$ cat src/hw/shiftPkg.sv
// Shared types for the pipelined barrel shifter

package shiftPkg;

  // Width of the shifted word
  parameter int DataWidth = 32;

  // Width of the shift amount
  // One bit per stage, stage k moves by 2**k
  parameter int AmountWidth = 5;

  // Operation select, two bits
  // Left-going ops share the low half of the code space
  typedef enum logic [1:0] {
    // Rotate left, top bits wrap to the bottom
    OpRotL = 2'b00,
    // Shift left, zero fill from the bottom
    OpShl  = 2'b01,
    // Shift right, fill with copies of bit 31
    OpSra  = 2'b10,
    // Shift right, zero fill from the top
    OpSrl  = 2'b11
  } shiftOp_e;

  // One shift request, 39 bits in total
  // Travels from the input through every stage and both registers
  // Amount and op ride along so later stages can still decode them
  typedef struct packed {
    // Word being shifted, partially shifted between stages
    logic [DataWidth-1:0]   data;
    // Full shift amount, each stage looks at its own bit
    logic [AmountWidth-1:0] amount;
    // Operation, constant for the life of the request
    shiftOp_e               op;
  } shiftReq_t;

endpackage

$ cat src/hw/shiftStage.sv
`timescale 1ns/1ps

// One conditional stage of the barrel shifter
// Moves the word by Dist positions when its amount bit is set
// Otherwise the word passes unchanged
module shiftStage #(
  // Shift distance, power of two below DataWidth
  parameter int Dist = 16
) (
  input  shiftPkg::shiftReq_t in,
  output shiftPkg::shiftReq_t out
);

  // Amount bit that belongs to this distance
  localparam int AmtBit = $clog2(Dist);

  // Index of the sign bit
  localparam int Msb = shiftPkg::DataWidth - 1;

  // Elaboration checks on the distance
  if ((Dist < 1) || ((Dist & (Dist - 1)) != 0)) begin : gBadDist
    $error("shiftStage: Dist %0d is not a power of two", Dist);
  end

  if (Dist >= shiftPkg::DataWidth) begin : gDistTooWide
    $error("shiftStage: Dist %0d not below DataWidth", Dist);
  end

  if (AmtBit >= shiftPkg::AmountWidth) begin : gNoAmountBit
    $error("shiftStage: no amount bit for Dist %0d", Dist);
  end

  // Word after the move, used only when the stage is selected
  logic [shiftPkg::DataWidth-1:0] shifted;

  // Stage select from the amount
  logic sel;

  // Fill bit for right shifts
  logic rightFill;

  assign sel = in.amount[AmtBit];

  // Sign copy for arithmetic, zero for logical
  assign rightFill = (in.op == shiftPkg::OpSra) ? in.data[Msb] : 1'b0;

  always_comb begin
    shifted = in.data;
    case (in.op)
      shiftPkg::OpRotL: begin
        // Top Dist bits wrap around to the bottom
        shifted = {in.data[Msb-Dist:0], in.data[Msb -: Dist]};
      end
      shiftPkg::OpShl: begin
        // Low end filled with zeros
        shifted = {in.data[Msb-Dist:0], {Dist{1'b0}}};
      end
      shiftPkg::OpSra,
      shiftPkg::OpSrl: begin
        // Sign or zero fill from the top
        shifted = {{Dist{rightFill}}, in.data[Msb:Dist]};
      end
      default: begin
        shifted = in.data;
      end
    endcase
  end

  // Data mux, selected stage takes the moved word
  assign out.data = sel ? shifted : in.data;

  // Amount and op untouched for the following stages
  assign out.amount = in.amount;
  assign out.op     = in.op;

endmodule

$ cat src/hw/shiftPipeReg.sv
`timescale 1ns/1ps

// One-entry valid/ready register slice for shift requests
// Loads on an accepted input, holds under back-pressure
// Full throughput since ready looks through to downstream
module shiftPipeReg (
  input  logic                clk,
  input  logic                rst,

  // Upstream side
  input  shiftPkg::shiftReq_t inReq,
  input  logic                inValid,
  output logic                inReady,

  // Downstream side
  output shiftPkg::shiftReq_t outReq,
  output logic                outValid,
  input  logic                outReady
);

  // Held request payload
  shiftPkg::shiftReq_t reqQ;

  // Occupancy flag
  logic validQ;

  // Accept handshake on the input side
  logic load;

  // Ready when the slot is empty or the held entry leaves this cycle
  assign inReady = !validQ || outReady;

  assign load = inValid && inReady;

  // Valid tracks occupancy
  // Slot is free whenever inReady is high, so the new valid is just inValid
  always_ff @(posedge clk) begin
    if (rst) begin
      validQ <= 1'b0;
    end else if (inReady) begin
      validQ <= inValid;
    end
  end

  // Payload captured only on a real accept
  always_ff @(posedge clk) begin
    if (load) begin
      reqQ <= inReq;
    end
  end

  assign outReq   = reqQ;
  assign outValid = validQ;

  // Stalled entry must not move or vanish
  aHoldOnStall: assert property (
    @(posedge clk) disable iff (rst)
    (outValid && !outReady) |=> (outValid && $stable(outReq))
  ) else begin
    $error("shiftPipeReg: output changed while stalled");
  end

  // Slice comes out of reset empty
  aEmptyAfterReset: assert property (
    @(posedge clk)
    rst |=> !outValid
  ) else begin
    $error("shiftPipeReg: outValid high after reset");
  end

endmodule

$ cat src/hw/shiftUnit.sv
`timescale 1ns/1ps

// Pipelined 32-bit barrel shifter
// Five conditional stages, distances 1 2 4 8 16
// Register A after stage SplitAt, register B after the last stage
// Two cycle latency, one result per cycle
module shiftUnit #(
  // Number of stages ahead of register A, 1 to 4
  parameter int SplitAt = 3
) (
  input  logic                          clk,
  input  logic                          rst,

  // Request side
  input  shiftPkg::shiftReq_t           inReq,
  input  logic                          inValid,
  output logic                          inReady,

  // Result side, data field only
  output logic [shiftPkg::DataWidth-1:0] outData,
  output logic                          outValid,
  input  logic                          outReady
);

  // One stage per amount bit
  localparam int NumStages = shiftPkg::AmountWidth;

  // Both registers need at least one stage on each side
  if ((SplitAt < 1) || (SplitAt > NumStages - 1)) begin : gBadSplit
    $error("shiftUnit: SplitAt %0d out of range", SplitAt);
  end

  // Stage inputs and outputs, index k has distance 2**k
  shiftPkg::shiftReq_t stageIn  [NumStages];
  shiftPkg::shiftReq_t stageOut [NumStages];

  // Register A outputs
  shiftPkg::shiftReq_t regAReq;
  logic                regAValid;

  // Register B input ready, seen by register A
  logic                regBReady;

  // Register B held request
  shiftPkg::shiftReq_t regBReq;

  // Stage chain
  for (genvar k = 0; k < NumStages; k++) begin : gStage
    // First stage fed from the port
    if (k == 0) begin : gFromPort
      assign stageIn[k] = inReq;
    // First stage after the split fed from register A
    end else if (k == SplitAt) begin : gFromRegA
      assign stageIn[k] = regAReq;
    // Everything else chains straight through
    end else begin : gFromPrev
      assign stageIn[k] = stageOut[k-1];
    end

    shiftStage #(
      .Dist (1 << k)
    ) u_shiftStage (
      .in  (stageIn[k]),
      .out (stageOut[k])
    );
  end

  // Register A, closes the front half
  // Its ready is the unit's input ready
  shiftPipeReg u_regA (
    .clk      (clk),
    .rst      (rst),
    .inReq    (stageOut[SplitAt-1]),
    .inValid  (inValid),
    .inReady  (inReady),
    .outReq   (regAReq),
    .outValid (regAValid),
    .outReady (regBReady)
  );

  // Register B, closes the back half and drives the outputs
  shiftPipeReg u_regB (
    .clk      (clk),
    .rst      (rst),
    .inReq    (stageOut[NumStages-1]),
    .inValid  (regAValid),
    .inReady  (regBReady),
    .outReq   (regBReq),
    .outValid (outValid),
    .outReady (outReady)
  );

  // Amount and op are dropped at the port
  assign outData = regBReq.data;

endmodule

$ cat config.mk
export PLATFORM = sky130hd
export DESIGN_NAME = shiftUnit
export DESIGN_NICKNAME = d
export VERILOG_FILES = /design/src/hw/shiftPkg.sv /design/src/hw/shiftStage.sv /design/src/hw/shiftPipeReg.sv /design/src/hw/shiftUnit.sv
export SDC_FILE = /design/constraint.sdc
export NUM_CORES = 1
export LEC_CHECK = 0
export BUFFER_PORTS_ARGS = -buffer_cell sky130_fd_sc_hd__buf_2
export CAP_MARGIN = 15
export CORE_MARGIN = 1
export CORE_UTILIZATION = 34
export DETAILED_ROUTE_END_ITERATION = 10
export PLACE_DENSITY = 0.62
export SYNTH_ARGS = -nofsm -noshare
export SYNTH_HDL_FRONTEND = slang
export SYNTH_SLANG_ARGS = --single-unit
$ cat constraint.sdc
create_clock -name clk -period 4.8 [get_ports clk]
set_clock_uncertainty 0.05 [all_clocks]
set_input_delay 0.72 -clock clk [delete_from_list [all_inputs] [get_ports clk]]
set_output_delay 0.72 -clock clk [all_outputs]
set_load 0.01 [all_outputs]
# Yosys cells after proc, flatten, opt, wreduce, memory -nomap -nowiden
# Index checks and enable logic that the tools add are counted.
word_totals:
  output_inout_bits: 34
  ramBits: 0
  reg_bits: 73
  input_bits: 43
  latch_bits: 0
  mem_count: 0
  rom_bits: 0
op_classes:
  multipliers: 0
  bitwise: 0
  n_mux: 15
  n_eq_ne: 6
  n_lt_le_gt_ge: 0
  addsub: 0
  div: 0
  n_reduce_logical: 10
  shifts: 0
ops:
  columns: ["cell", "count"]
  rows:
  - ["$pmux 32 s3", 5]
  - ["$mux 32", 5]
  - ["$eq 2x2->1 const B", 4]
  - ["$mux 1", 5]
  - ["$eq 2x1->1 const B", 2]
  - ["$logic_not 2->1", 2]
  - ["$reduce_or 2->1", 2]
  - ["$logic_and 1x1->1", 2]
  - ["$logic_not 1->1", 2]
  - ["$logic_or 1x1->1", 2]

# Logic depth before layout (Yosys ltp)
# Gate-level depths: netlist of the first run.
depth:
  ltp_word: 10
  depth_mapped: 9
  depth_no_buf: 5

# Modules after synthesis
# From an unflattened synthesis of the first run, not the netlist that was laid out.
unflattened:
  hier_cells: 667
  hier_area_um2: 6137.1
by_module_without_submodules:
  columns: ["module", "area_per_inst_um2", "cells_each", "n_inst"]
  rows:
  - ["shiftPipeReg", 1226.2, 44, 2]
  - ["shiftStage (gStage[2].u_shiftStage)", 795.8, 116, 1]
  - ["shiftStage (gStage[1].u_shiftStage)", 763.2, 117, 1]
  - ["shiftStage (gStage[0].u_shiftStage)", 759.5, 115, 1]
  - ["shiftStage (gStage[3].u_shiftStage)", 696.9, 115, 1]
  - ["shiftStage (gStage[4].u_shiftStage)", 669.4, 116, 1]

# Least setup slack after synthesis of the first run
# OpenSTA, ideal clock, no wires.
synth_path:
  path_type: "input to register"
  start: "in outReady"
  end: "reg u_regB.reqQ, in the netlist u_regB.outReq[10] (enable)"
  required_ns: 4.325
  setup_ns: 0.425
  n_path_buf: 0
  arrival_time_ns: 2.239
  stages: 2
  path_slack_ns: 2.087
  path_cell_list: "nor2b_1 nor2b_1"
synth_between:
  elab_chain_cells: 2
synth_lines:
  columns: ["element", "line", "text"]
  rows:
  - ["start: declaration", "shiftUnit.sv:22", "input logic outReady"]
  - ["$logic_or 1x1->1", "shiftPipeReg.sv:31", "assign inReady = !validQ || outReady;"]
  - ["$logic_and 1x1->1", "shiftPipeReg.sv:33", "assign load = inValid && inReady;"]
  - ["via u_regB.load", "shiftPipeReg.sv:28", "logic load;"]
  - ["end signal: assignment", "shiftPipeReg.sv:48", "reqQ <= inReq;"]
  - ["end: declaration", "shiftPipeReg.sv:22", "shiftPkg::shiftReq_t reqQ;"]
# The timed path passes the listed nets, and every way through them passes these cells.
# A chain may end at the register's enable or synchronous reset.

==> results_dict.tcl, run 1 <==
set metrics [dict create \
    outcome "finished, final reports clean" \
    async_flop_share 0 \
    synth_area_leaders "edfxtp_1 (33%), mux2i_1 (8.9%), a21oi_1 (6.5%)" \
    synth_common_cells "a21oi_1 (80), nand2_1 (79), nor2_1 (77), edfxtp_1 (68), o21ai_0 (64)" \
    ff2ff_setup_slack_ns 2.58 \
    fp-row-count 48 \
    utilization 0.391 \
    ys_types 58 \
    areaGrowthSynthToFinish_pct 10.9 \
    finalNonFillerCells 994 \
    pwr-share-comb 0.257 \
    max_cap_viol_count 0 \
    dp_hpwl_um 12900 \
    grt_max_degree 83 \
    slew_headroom 0.472 \
    grt-ovfl-total 0 \
    p_leak_nw 2.66 \
    yosysMostFrequentCell "a21oi_1" \
    ys_seq_area_frac 0.338 \
    tightest_slew_ns 0.792 \
    hold_viol 0 \
    startpoint_type "input port" \
    antenna_found_initial 0 \
    die_h_um 137 \
    postCtsHoldBufs 0 \
    synth_ff_type "edfxtp_1" \
    cp-end-kind "flip-flop" \
    fin_tns_setup_ns 0 \
    yosys.area.top_type "edfxtp_1" \
    antenna_left 0 \
    clockRootBuffer "clkbuf_16" \
    hold_path.class "reg -> reg" \
    drc 0 \
    nFillCells 1784 \
    grt_pass1_wl_um 27900 \
    syn-cell-area_mm2 0.00616 \
    ys_warn_count 0 \
    grt_pass1_vias 4910 \
    final_max_slew_viol_count 0 \
    p_switching_mw 0.580 \
    clk_pin_slew_worst_paths_ns 0.05 \
    clock-sinks 70 \
    start_util 0.353 \
    cts_tree "yes" \
    wl_per_cell_um 18.2 \
    htree_levels 3 \
    drt_iter0_markers 716 \
    grt_util_all_layers 0.197 \
    routed_wl_um 18100 \
    setup_violations 0 \
    diodes 0 \
    swShare 0.305 \
    p_int_mw 1.32 \
    syn_nets 779 \
    multi_input_area_mm2 0.00363 \
    routabilityCongestion 0.890 \
    clk_latency_ns 0.33 \
    cts_buffer_depth 2 \
    period_needed_ns 2.76 \
    synth_top_area_share 0.331 \
    ir_drop_mv 0.132 \
    die_x_um 137 \
    coreArea_mm2 0.0175 \
    cts-resized-gates 0 \
    critical_path_class "in -> reg" \
    cts_setup_buffers 0 \
    vias 5845 \
    power_mw 1.90 \
    numCtsBuffers 9 \
    placed_cells 978 \
    path_max_fanout 48 \
    port_buffers 76 \
    ys_ff_latch 70 \
    clkPwrFrac 0.336 \
    synth-edff-count 68 \
    rsz0062_at_grt "no" \
    ios 77 \
    regArea_mm2 0.00208 \
    hold_ws_ns 0.469 \
    syn_avg_cell_area_um2 8.37 \
    required_ns 4.84 \
    final_nets 808 \
    powerDensity_mw_per_mm2 278 \
    die_area_mm2 0.0187 \
    vias_per_cell 5.88 \
    power_frac_seq 0.407 \
    max_freq_mhz 362 \
    arrival_ns 2.80 \
    firstDrtPassIters 5 \
    syn_inst 736 \
    timing.final.crit_share 0.575 \
    drive_gt1_frac 0.165 \
]
[flip-flops by register name, indices dropped and copies added, names as in the netlist]
name             cells
u_regB.outReq       32
u_regB.outValid      1
u_regA.outReq       36
u_regA.outValid      1
[through the flow]
step / cell area (um^2) / worst slack, ns
after floorplan: 6160 / 2.09
after global placement: 6520 / 1.76
after detailed placement: 6520 / 1.74
after CTS: 6800 / 2.10
after global routing: 6830 / 1.89
final: 6830 / 2.04
[per-layer routing]
metal / GRT usage / vias to the layer above / share of wire
met5: 0 / - / 0
met3: 0.0307 / 27 / 0.076
met4: 0.0741 / 0 / 0.028
met1: 0.297 / 2723 / 0.47
met2: 0.279 / 278 / 0.42
li1: - / 2817 / -
[cells by family after synthesis]
| group | synth area share |
|---|---|
| AO/OA/AOI/OAI | 0.292 |
| AND/OR/NAND/NOR | 0.172 |
| buffers and inverters | 0.0729 |
| multiplexers | 0.125 |
| flip-flops | 0.338 |
[power groups by stage]
| stage | Clock (mW) | Combinational [mW] | Sequential (mW) |
|---|---|---|---|
| after floorplan | 0 | 0.346 | 0.777 |
| after global placement | 0 | 0.471 | 0.789 |
| after detailed placement | 0 | 0.473 | 0.790 |
| after CTS | 0.655 | 0.474 | 0.777 |
| after global routing | 0.678 | 0.535 | 0.778 |
| final | 0.639 | 0.488 | 0.774 |
[placed cells by master (no fill, tap or decap), types with 3 or more instances in the layout]
cell / count
a21oi_1: 80
nand2_1: 79
nor2_1: 77
buf_2: 74
edfxtp_1: 68
o21ai_0: 64
mux2i_1: 55
a211oi_1: 42
nor3_1: 19
nand2b_1: 17
a211o_1: 13
inv_1: 12
nor2b_1: 12
buf_4: 11
mux2_2: 10
o211ai_1: 10
o22a_1: 9
a211oi_2: 9
clkbuf_16: 9
nor3b_1: 8
a31oi_1: 8
nand3_1: 7
a21o_1: 7
o22ai_1: 5
or3_1: 5
mux4_2: 4
a311oi_1: 4
o21ai_1: 3
o31ai_1: 3
o211a_1: 3
nor4_1: 3
[layout make-up]
cell class | instances | area share
flip-flops and latches | 70 | 0.305
repair buffers | 87 | 0.0733
multi-input cells | 583 | 0.532
inverters | 14 | 0.00769
well taps | 225 | 0.0412
clock buffers | 11 | 0.0341
clock inverters | 4 | 0.00714
[final timing paths]
check                    from                 to  depth (start not counted)
min           u_regA.outValid    u_regB.outValid                          2
min reg2reg   u_regA.outValid    u_regB.outValid                          2
max reg2reg  u_regA.outReq[1]  u_regB.outReq[27]                          6
max                  inReq[1]  u_regA.outReq[15]                          6
[worst max-delay path, stage by stage]
cell	delay [ns]
buf_4	0.47
buf_4	0.57
mux2i_1	0.24
a211oi_1	0.12
or3_1	0.40
a31o_1	0.22
No activity file was read; power rests on OpenSTA's default activity.
==> run 2, diff against run 1 <==
--- a/config.mk
+++ b/config.mk
@@ -10,7 +10,7 @@
 export CORE_MARGIN = 1
 export CORE_UTILIZATION = 34
 export DETAILED_ROUTE_END_ITERATION = 10
-export PLACE_DENSITY = 0.62
+export PLACE_DENSITY = 0.63
 export SYNTH_ARGS = -nofsm -noshare
 export SYNTH_HDL_FRONTEND = slang
 export SYNTH_SLANG_ARGS = --single-unit
==> constraint.sdc (replaced) <==
create_clock -name clk -period 2.2 [get_ports clk]
set_clock_uncertainty 0.05 [all_clocks]
set_input_delay 0.33 -clock clk [delete_from_list [all_inputs] [get_ports clk]]
set_output_delay 0.33 -clock clk [all_outputs]
set_load 0.01 [all_outputs]
==> run 2 against run 1 <==
Die area stayed put. Via count is 1.9% higher. Combinational power is 140% higher. Sequential power is 120% higher. Setup slack worse by 1.7 ns. Clock power is 120% higher. First-iteration DRC count is 7.7% higher. Non-clock buffer count is 44 higher. Critical path depth stayed put. Sequential share of layout area is 1.6 points lower.
==> results_dict.tcl, run 2 (synthesized netlist as in run 1, its figures left out) <==
set metrics [dict create \
    outcome "finished, final reports clean" \
    ios 77 \
    dp_hpwl_um 14000 \
    clockRootBuffer "clkbuf_16" \
    numCtsBuffers 9 \
    drc 0 \
    max_freq_mhz 537 \
    htree_levels 3 \
    areaGrowthSynthToFinish_pct 17.0 \
    reg2reg_from "u_regA.outReq[1]" \
    postCtsHoldBufs 0 \
    swShare 0.305 \
    power_mw 4.25 \
    worstHoldEndpoint "u_regA.outValid" \
    clk_latency_ns 0.33 \
    grt-ovfl-total 0 \
    drt_iter0_markers 771 \
    path_max_fanout 23 \
    powerDensity_mw_per_mm2 590 \
    die_h_um 137 \
    final_max_slew_viol_count 0 \
    rsz0062_at_grt "no" \
    finalNonFillerCells 1039 \
    ff2ff_setup_slack_ns 0.35 \
    nFillCells 1765 \
    worst_r2r_path_depth 4 \
    firstDrtPassIters 7 \
    setup_violations 0 \
    rr_endpoint "u_regB.outReq[36]" \
    tightest_slew_ns 0.595 \
    pwr-share-comb 0.274 \
    place_ws_ns 0.0152 \
    min_path_cells 2 \
    period_needed_ns 1.86 \
    hold_viol 0 \
    slew_headroom 0.603 \
    vias_per_cell 5.73 \
    clkPwrFrac 0.332 \
    die_x_um 137 \
    antenna_found_initial 0 \
    grt_pass1_wl_um 29000 \
    setup_ws_ns 0.338 \
    grt_util_all_layers 0.201 \
    final_nets 852 \
    fp-row-count 48 \
    min-delay-start "rst" \
    utilization 0.412 \
    arrival_ns 1.87 \
    p_int_mw 2.95 \
    regArea_mm2 0.00208 \
    cts_buffer_depth 2 \
    cts_setup_buffers 0 \
    max_cap_viol_count 0 \
    layout.cells.most_common "a21oi_1" \
    diodes 0 \
    cts-resized-gates 0 \
    required_ns 2.21 \
    wl_per_cell_um 17.8 \
    clock-sinks 70 \
    multi_input_area_mm2 0.00363 \
    coreArea_mm2 0.0175 \
    p_leak_nw 2.88 \
    routabilityCongestion 0.912 \
    ir_drop_mv 0.360 \
    vias 5954 \
    routed_wl_um 18500 \
    final_cell_mix "a21oi_1 (80), nand2_1 (79), nor2_1 (77)" \
    path_depth 6 \
    port_buffers 76 \
    hold_path.class "in -> reg" \
    drive_gt1_frac 0.213 \
    antenna_left 0 \
    start_util 0.353 \
    path_cells "buf_4 > buf_4 > buf_4 > mux2_2 > a211oi_1 > a211oi_1" \
    largest_register_ffs 36 \
    slowest_delay_ns 0.35 \
    cp-end-kind "flip-flop" \
    crit_family "buffers and inverters" \
    worst_path_max_delay_cell "mux2_2" \
    grt_max_degree 37 \
    power_frac_seq 0.394 \
    critical_path_class "in -> reg" \
    path_buf_inv 3 \
    cts_tree "yes" \
    timing.final.crit_share 0.846 \
    grt_pass1_vias 5233 \
    die_area_mm2 0.0187 \
    crit_top_cell "buf_4" \
    clk_pin_slew_worst_paths_ns 0.06 \
    placed_cells 1023 \
    fin_tns_setup_ns 0 \
    startpoint_type "input port" \
    p_switching_mw 1.30 \
]
==> run 2: cell count changes in the layout (fill, tap and decap cells not counted) <==
cell / previous run / this run
buf_16: 1 / 0
clkinv_2: 2 / 1
clkinvlp_4: 0 / 1
inv_6: 0 / 1
clkbuf_1: 2 / 0
clkinv_1: 2 / 3
buf_4: 11 / 52
clkinv_4: 1 / 2
buf_12: 1 / 5
==> run 2: area by class of cell <==
class / instances / share of cell area
Timing Repair Buffer: 131 / 0.119
Clock inverter: 7 / 0.0101
Clock buffer: 9 / 0.0313
Inverter: 14 / 0.00729
Tap cell: 225 / 0.0391
Multi-Input combinational cell: 583 / 0.504
Sequential cell: 70 / 0.289
==> run 2: worst register-to-register path: stages (launching register included) <==
cell and delay [ns]:
edfxtp_1 0.44, and3b_1 0.58, a21oi_1 0.08, a21oi_1 0.36, o22a_1 0.21
==> run 2: worst max path at each step <==
stage	startpoint	to
2_1_floorplan	u_regB.outValid	u_regA.outReq[0]
5_1_grt	u_regA.outReq[1]	u_regB.outReq[17]
3_3_place_gp	inReq[1]	u_regA.outReq[12]
6_report	inReq[1]	u_regA.outReq[12]
3_5_place_dp	inReq[1]	u_regA.outReq[12]
4_1_cts	u_regA.outReq[1]	u_regB.outReq[36]
==> run 2: power by group through the flow <==
stage / Sequential, mW / Combinational (mW) / Clock [mW]
2_1_floorplan: 1.69 / 0.755 / 0
3_3_place_gp: 1.70 / 1.14 / 0
3_5_place_dp: 1.70 / 1.14 / 0
4_1_cts: 1.68 / 1.14 / 1.43
5_1_grt: 1.69 / 1.27 / 1.48
6_report: 1.68 / 1.16 / 1.41
==> run 2: layer usage <==
layer / share of wire / vias up / GRT usage
met5: 0 / - / 0
met4: 0.022 / 0 / 0.0722
met3: 0.079 / 31 / 0.0330
met2: 0.43 / 302 / 0.294
met1: 0.47 / 2711 / 0.296
li1: - / 2910 / -
==> run 2: per-stage QoR <==
stage,instance area [um^2],hold WS [ns]
3_5_place_dp,6910,0.456
2_1_floorplan,6160,0.352
3_3_place_gp,6910,0.456
5_1_grt,7210,0.123
6_report,7210,0.125
4_1_cts,7210,0.115
==> run 3, diff against run 2 <==
--- a/config.mk
+++ b/config.mk
@@ -10,7 +10,7 @@
 export CORE_MARGIN = 1
 export CORE_UTILIZATION = 34
 export DETAILED_ROUTE_END_ITERATION = 10
-export PLACE_DENSITY = 0.63
+export PLACE_DENSITY = 0.62
 export SYNTH_ARGS = -nofsm -noshare
 export SYNTH_HDL_FRONTEND = slang
 export SYNTH_SLANG_ARGS = --single-unit
==> constraint.sdc (replaced) <==
create_clock -name clk -period 1.92 [get_ports clk]
set_clock_uncertainty 0.05 [all_clocks]
set_input_delay 0.288 -clock clk [delete_from_list [all_inputs] [get_ports clk]]
set_output_delay 0.288 -clock clk [all_outputs]
set_load 0.01 [all_outputs]
==> run 3 against run 2 <==
Setup slack got worse by 0.22 ns. Critical endpoint is now u_regB.outReq[31]. Global-route usage grew 0.48 points. Largest cell class unchanged. Clock power is essentially flat. Register-to-register slack worse by 0.23 ns. Total power is 11% higher. First-iteration DRC count down 24%. Count of clock-buffer cells in the layout unchanged. Critical path type is now reg -> reg. Highest routed layer unchanged. Worst hold slack got worse by 0.046 ns. Combinational power up 22%. Cell count is 3.4% higher.
==> results_dict.tcl, run 3 (synthesized netlist as in run 1, its figures left out) <==
set metrics [dict create \
    rsz0062_at_grt "no" \
    crit_end "u_regB.outReq[31]" \
    ff2ff_setup_slack_ns 0.12 \
    ir_drop_mv 0.488 \
    drive_gt1_frac 0.243 \
    cts-resized-gates 0 \
    vias_per_cell 5.64 \
    die_x_um 137 \
    highest_layer "met4" \
    routed_wl_um 18800 \
    max_cap_viol_count 0 \
    clk_pin_slew_worst_paths_ns 0.05 \
    required_ns 1.95 \
    wl_met1_um 8920 \
    rr_endpoint "u_regB.outReq[31]" \
    htree_levels 3 \
    worst_path_max_delay_cell "edfxtp_1" \
    setup_ws_ns 0.122 \
    postCtsHoldBufs 0 \
    place_area_mm2 0.00721 \
    grt-ovfl-total 0 \
    hold_ws_ns 0.0784 \
    powerDensity_mw_per_mm2 635 \
    firstDrtPassIters 6 \
    dp_hpwl_um 14700 \
    fp-row-count 48 \
    slowest_delay_ns 0.40 \
    vias 6062 \
    start_util 0.353 \
    power_mw 4.74 \
    startpoint "u_regA.outReq[1]" \
    final_max_slew_viol_count 0 \
    clock-sinks 70 \
    place_ws_ns -0.124 \
    p_leak_nw 3.04 \
    grt_pass1_vias 5321 \
    grt_pass1_wl_um 29400 \
    path_cells "buf_12 > and3b_1 > nand2b_1 > o22a_1" \
    tightest_slew_ns 0.833 \
    cts_setup_buffers 0 \
    outcome "finished, final reports clean" \
    cp-end-kind "flip-flop" \
    arrival_ns 1.83 \
    setup_violations 0 \
    port_buffers 76 \
    diodes 0 \
    path_max_fanout 28 \
    clockRootBuffer "clkbuf_16" \
    antenna_left 0 \
    largest_register_ffs 36 \
    clk_latency_ns 0.34 \
    max_freq_mhz 556 \
    wl_per_cell_um 17.5 \
    cts_buffer_depth 2 \
    layout.cells.most_common "buf_4" \
    grt_util_all_layers 0.206 \
    critical_path_class "reg -> reg" \
    cts_tree "yes" \
    startpoint_type "flip-flop" \
    areaGrowthSynthToFinish_pct 21.1 \
    hold_path.class "in -> reg" \
    reg2reg_from "u_regA.outReq[1]" \
    grt_max_degree 63 \
    routabilityCongestion 0.920 \
    coreArea_mm2 0.0175 \
    die_h_um 137 \
    final_cell_mix "buf_4 (86), a21oi_1 (80), nand2_1 (79)" \
    drc 0 \
    hold_viol 0 \
    dr_wl_met3_um 1450 \
    numCtsBuffers 9 \
    fin_tns_setup_ns 0 \
    die_area_mm2 0.0187 \
    ios 77 \
    antenna_found_initial 0 \
    post-route-cell-area_mm2 0.00746 \
    timing.final.crit_share 0.937 \
    slew_headroom 0.445 \
    final_nets 888 \
    period_needed_ns 1.80 \
    worst_r2r_path_depth 4 \
    dr_wl_met2_um 8050 \
    drt_iter0_markers 584 \
]
run 3: cell types whose count changed in the layout (fill, tap and decap cells not counted):
cell	previous run	this run
and2_1	2	1
buf_4	52	86
clkinv_4	2	0
clkinv_2	1	0
clkinvlp_4	1	2
bufinv_16	1	0
clkinv_1	3	6
and2_2	0	1
buf_12	5	7
inv_6	1	0
run 3: worst min path at each step:
| stage | slack, ns | end | from | depth (start not counted) |
|---|---|---|---|---|
| floorplan | 0.31 | u_regA.outValid | rst | 1 |
| global placement | 0.42 | u_regA.outReq[6] | inReq[6] | 1 |
| detailed placement | 0.42 | u_regA.outReq[6] | inReq[6] | 1 |
| CTS | 0.07 | u_regB.outValid | rst | 2 |
| global route | 0.07 | u_regA.outReq[6] | inReq[6] | 1 |
| finish | 0.08 | u_regA.outValid | rst | 2 |
run 3: area by class of cell:
cell class,instances,area (um^2)
Timing Repair Buffer,167,1160
Sequential cell,70,2080
Clock buffer,9,225
Fill cell,1733,10000
Inverter,14,52.6
Multi-Input combinational cell,583,3630
Tap cell,225,282
Clock inverter,6,30.0
run 3: where the power goes:
group | leakage, nW | switching, mW | internal (mW) | total, mW
clock | 0.117 | 0.566 | 0.845 | 1.41
sequential | 0.672 | 0.0732 | 1.85 | 1.92
combinational | 2.25 | 0.817 | 0.589 | 1.41
total | 3.04 | 1.46 | 3.28 | 4.74
run 3: stage by stage:
step | utilization | cells
detailed placement | 0.412 | 1059
CTS | 0.427 | 1074
global placement | 0.412 | 1059
floorplan | - | 736
finish | 0.427 | 1074
global route | 0.427 | 1074
run 3: routing by layer:
metal / vias up / GRT usage
li1: 2983 / -
met1: 2793 / 0.296
met2: 259 / 0.307
met3: 27 / 0.0400
met4: 0 / 0.0698
met5: - / 0
run 3: critical path, delay by kind of cell (launching register included):
kind / cells / cell delay, ns
buf+inv: 1 / 0.19
simple gates: 2 / 0.64
compound gates: 1 / 0.25
flops: 1 / 0.40
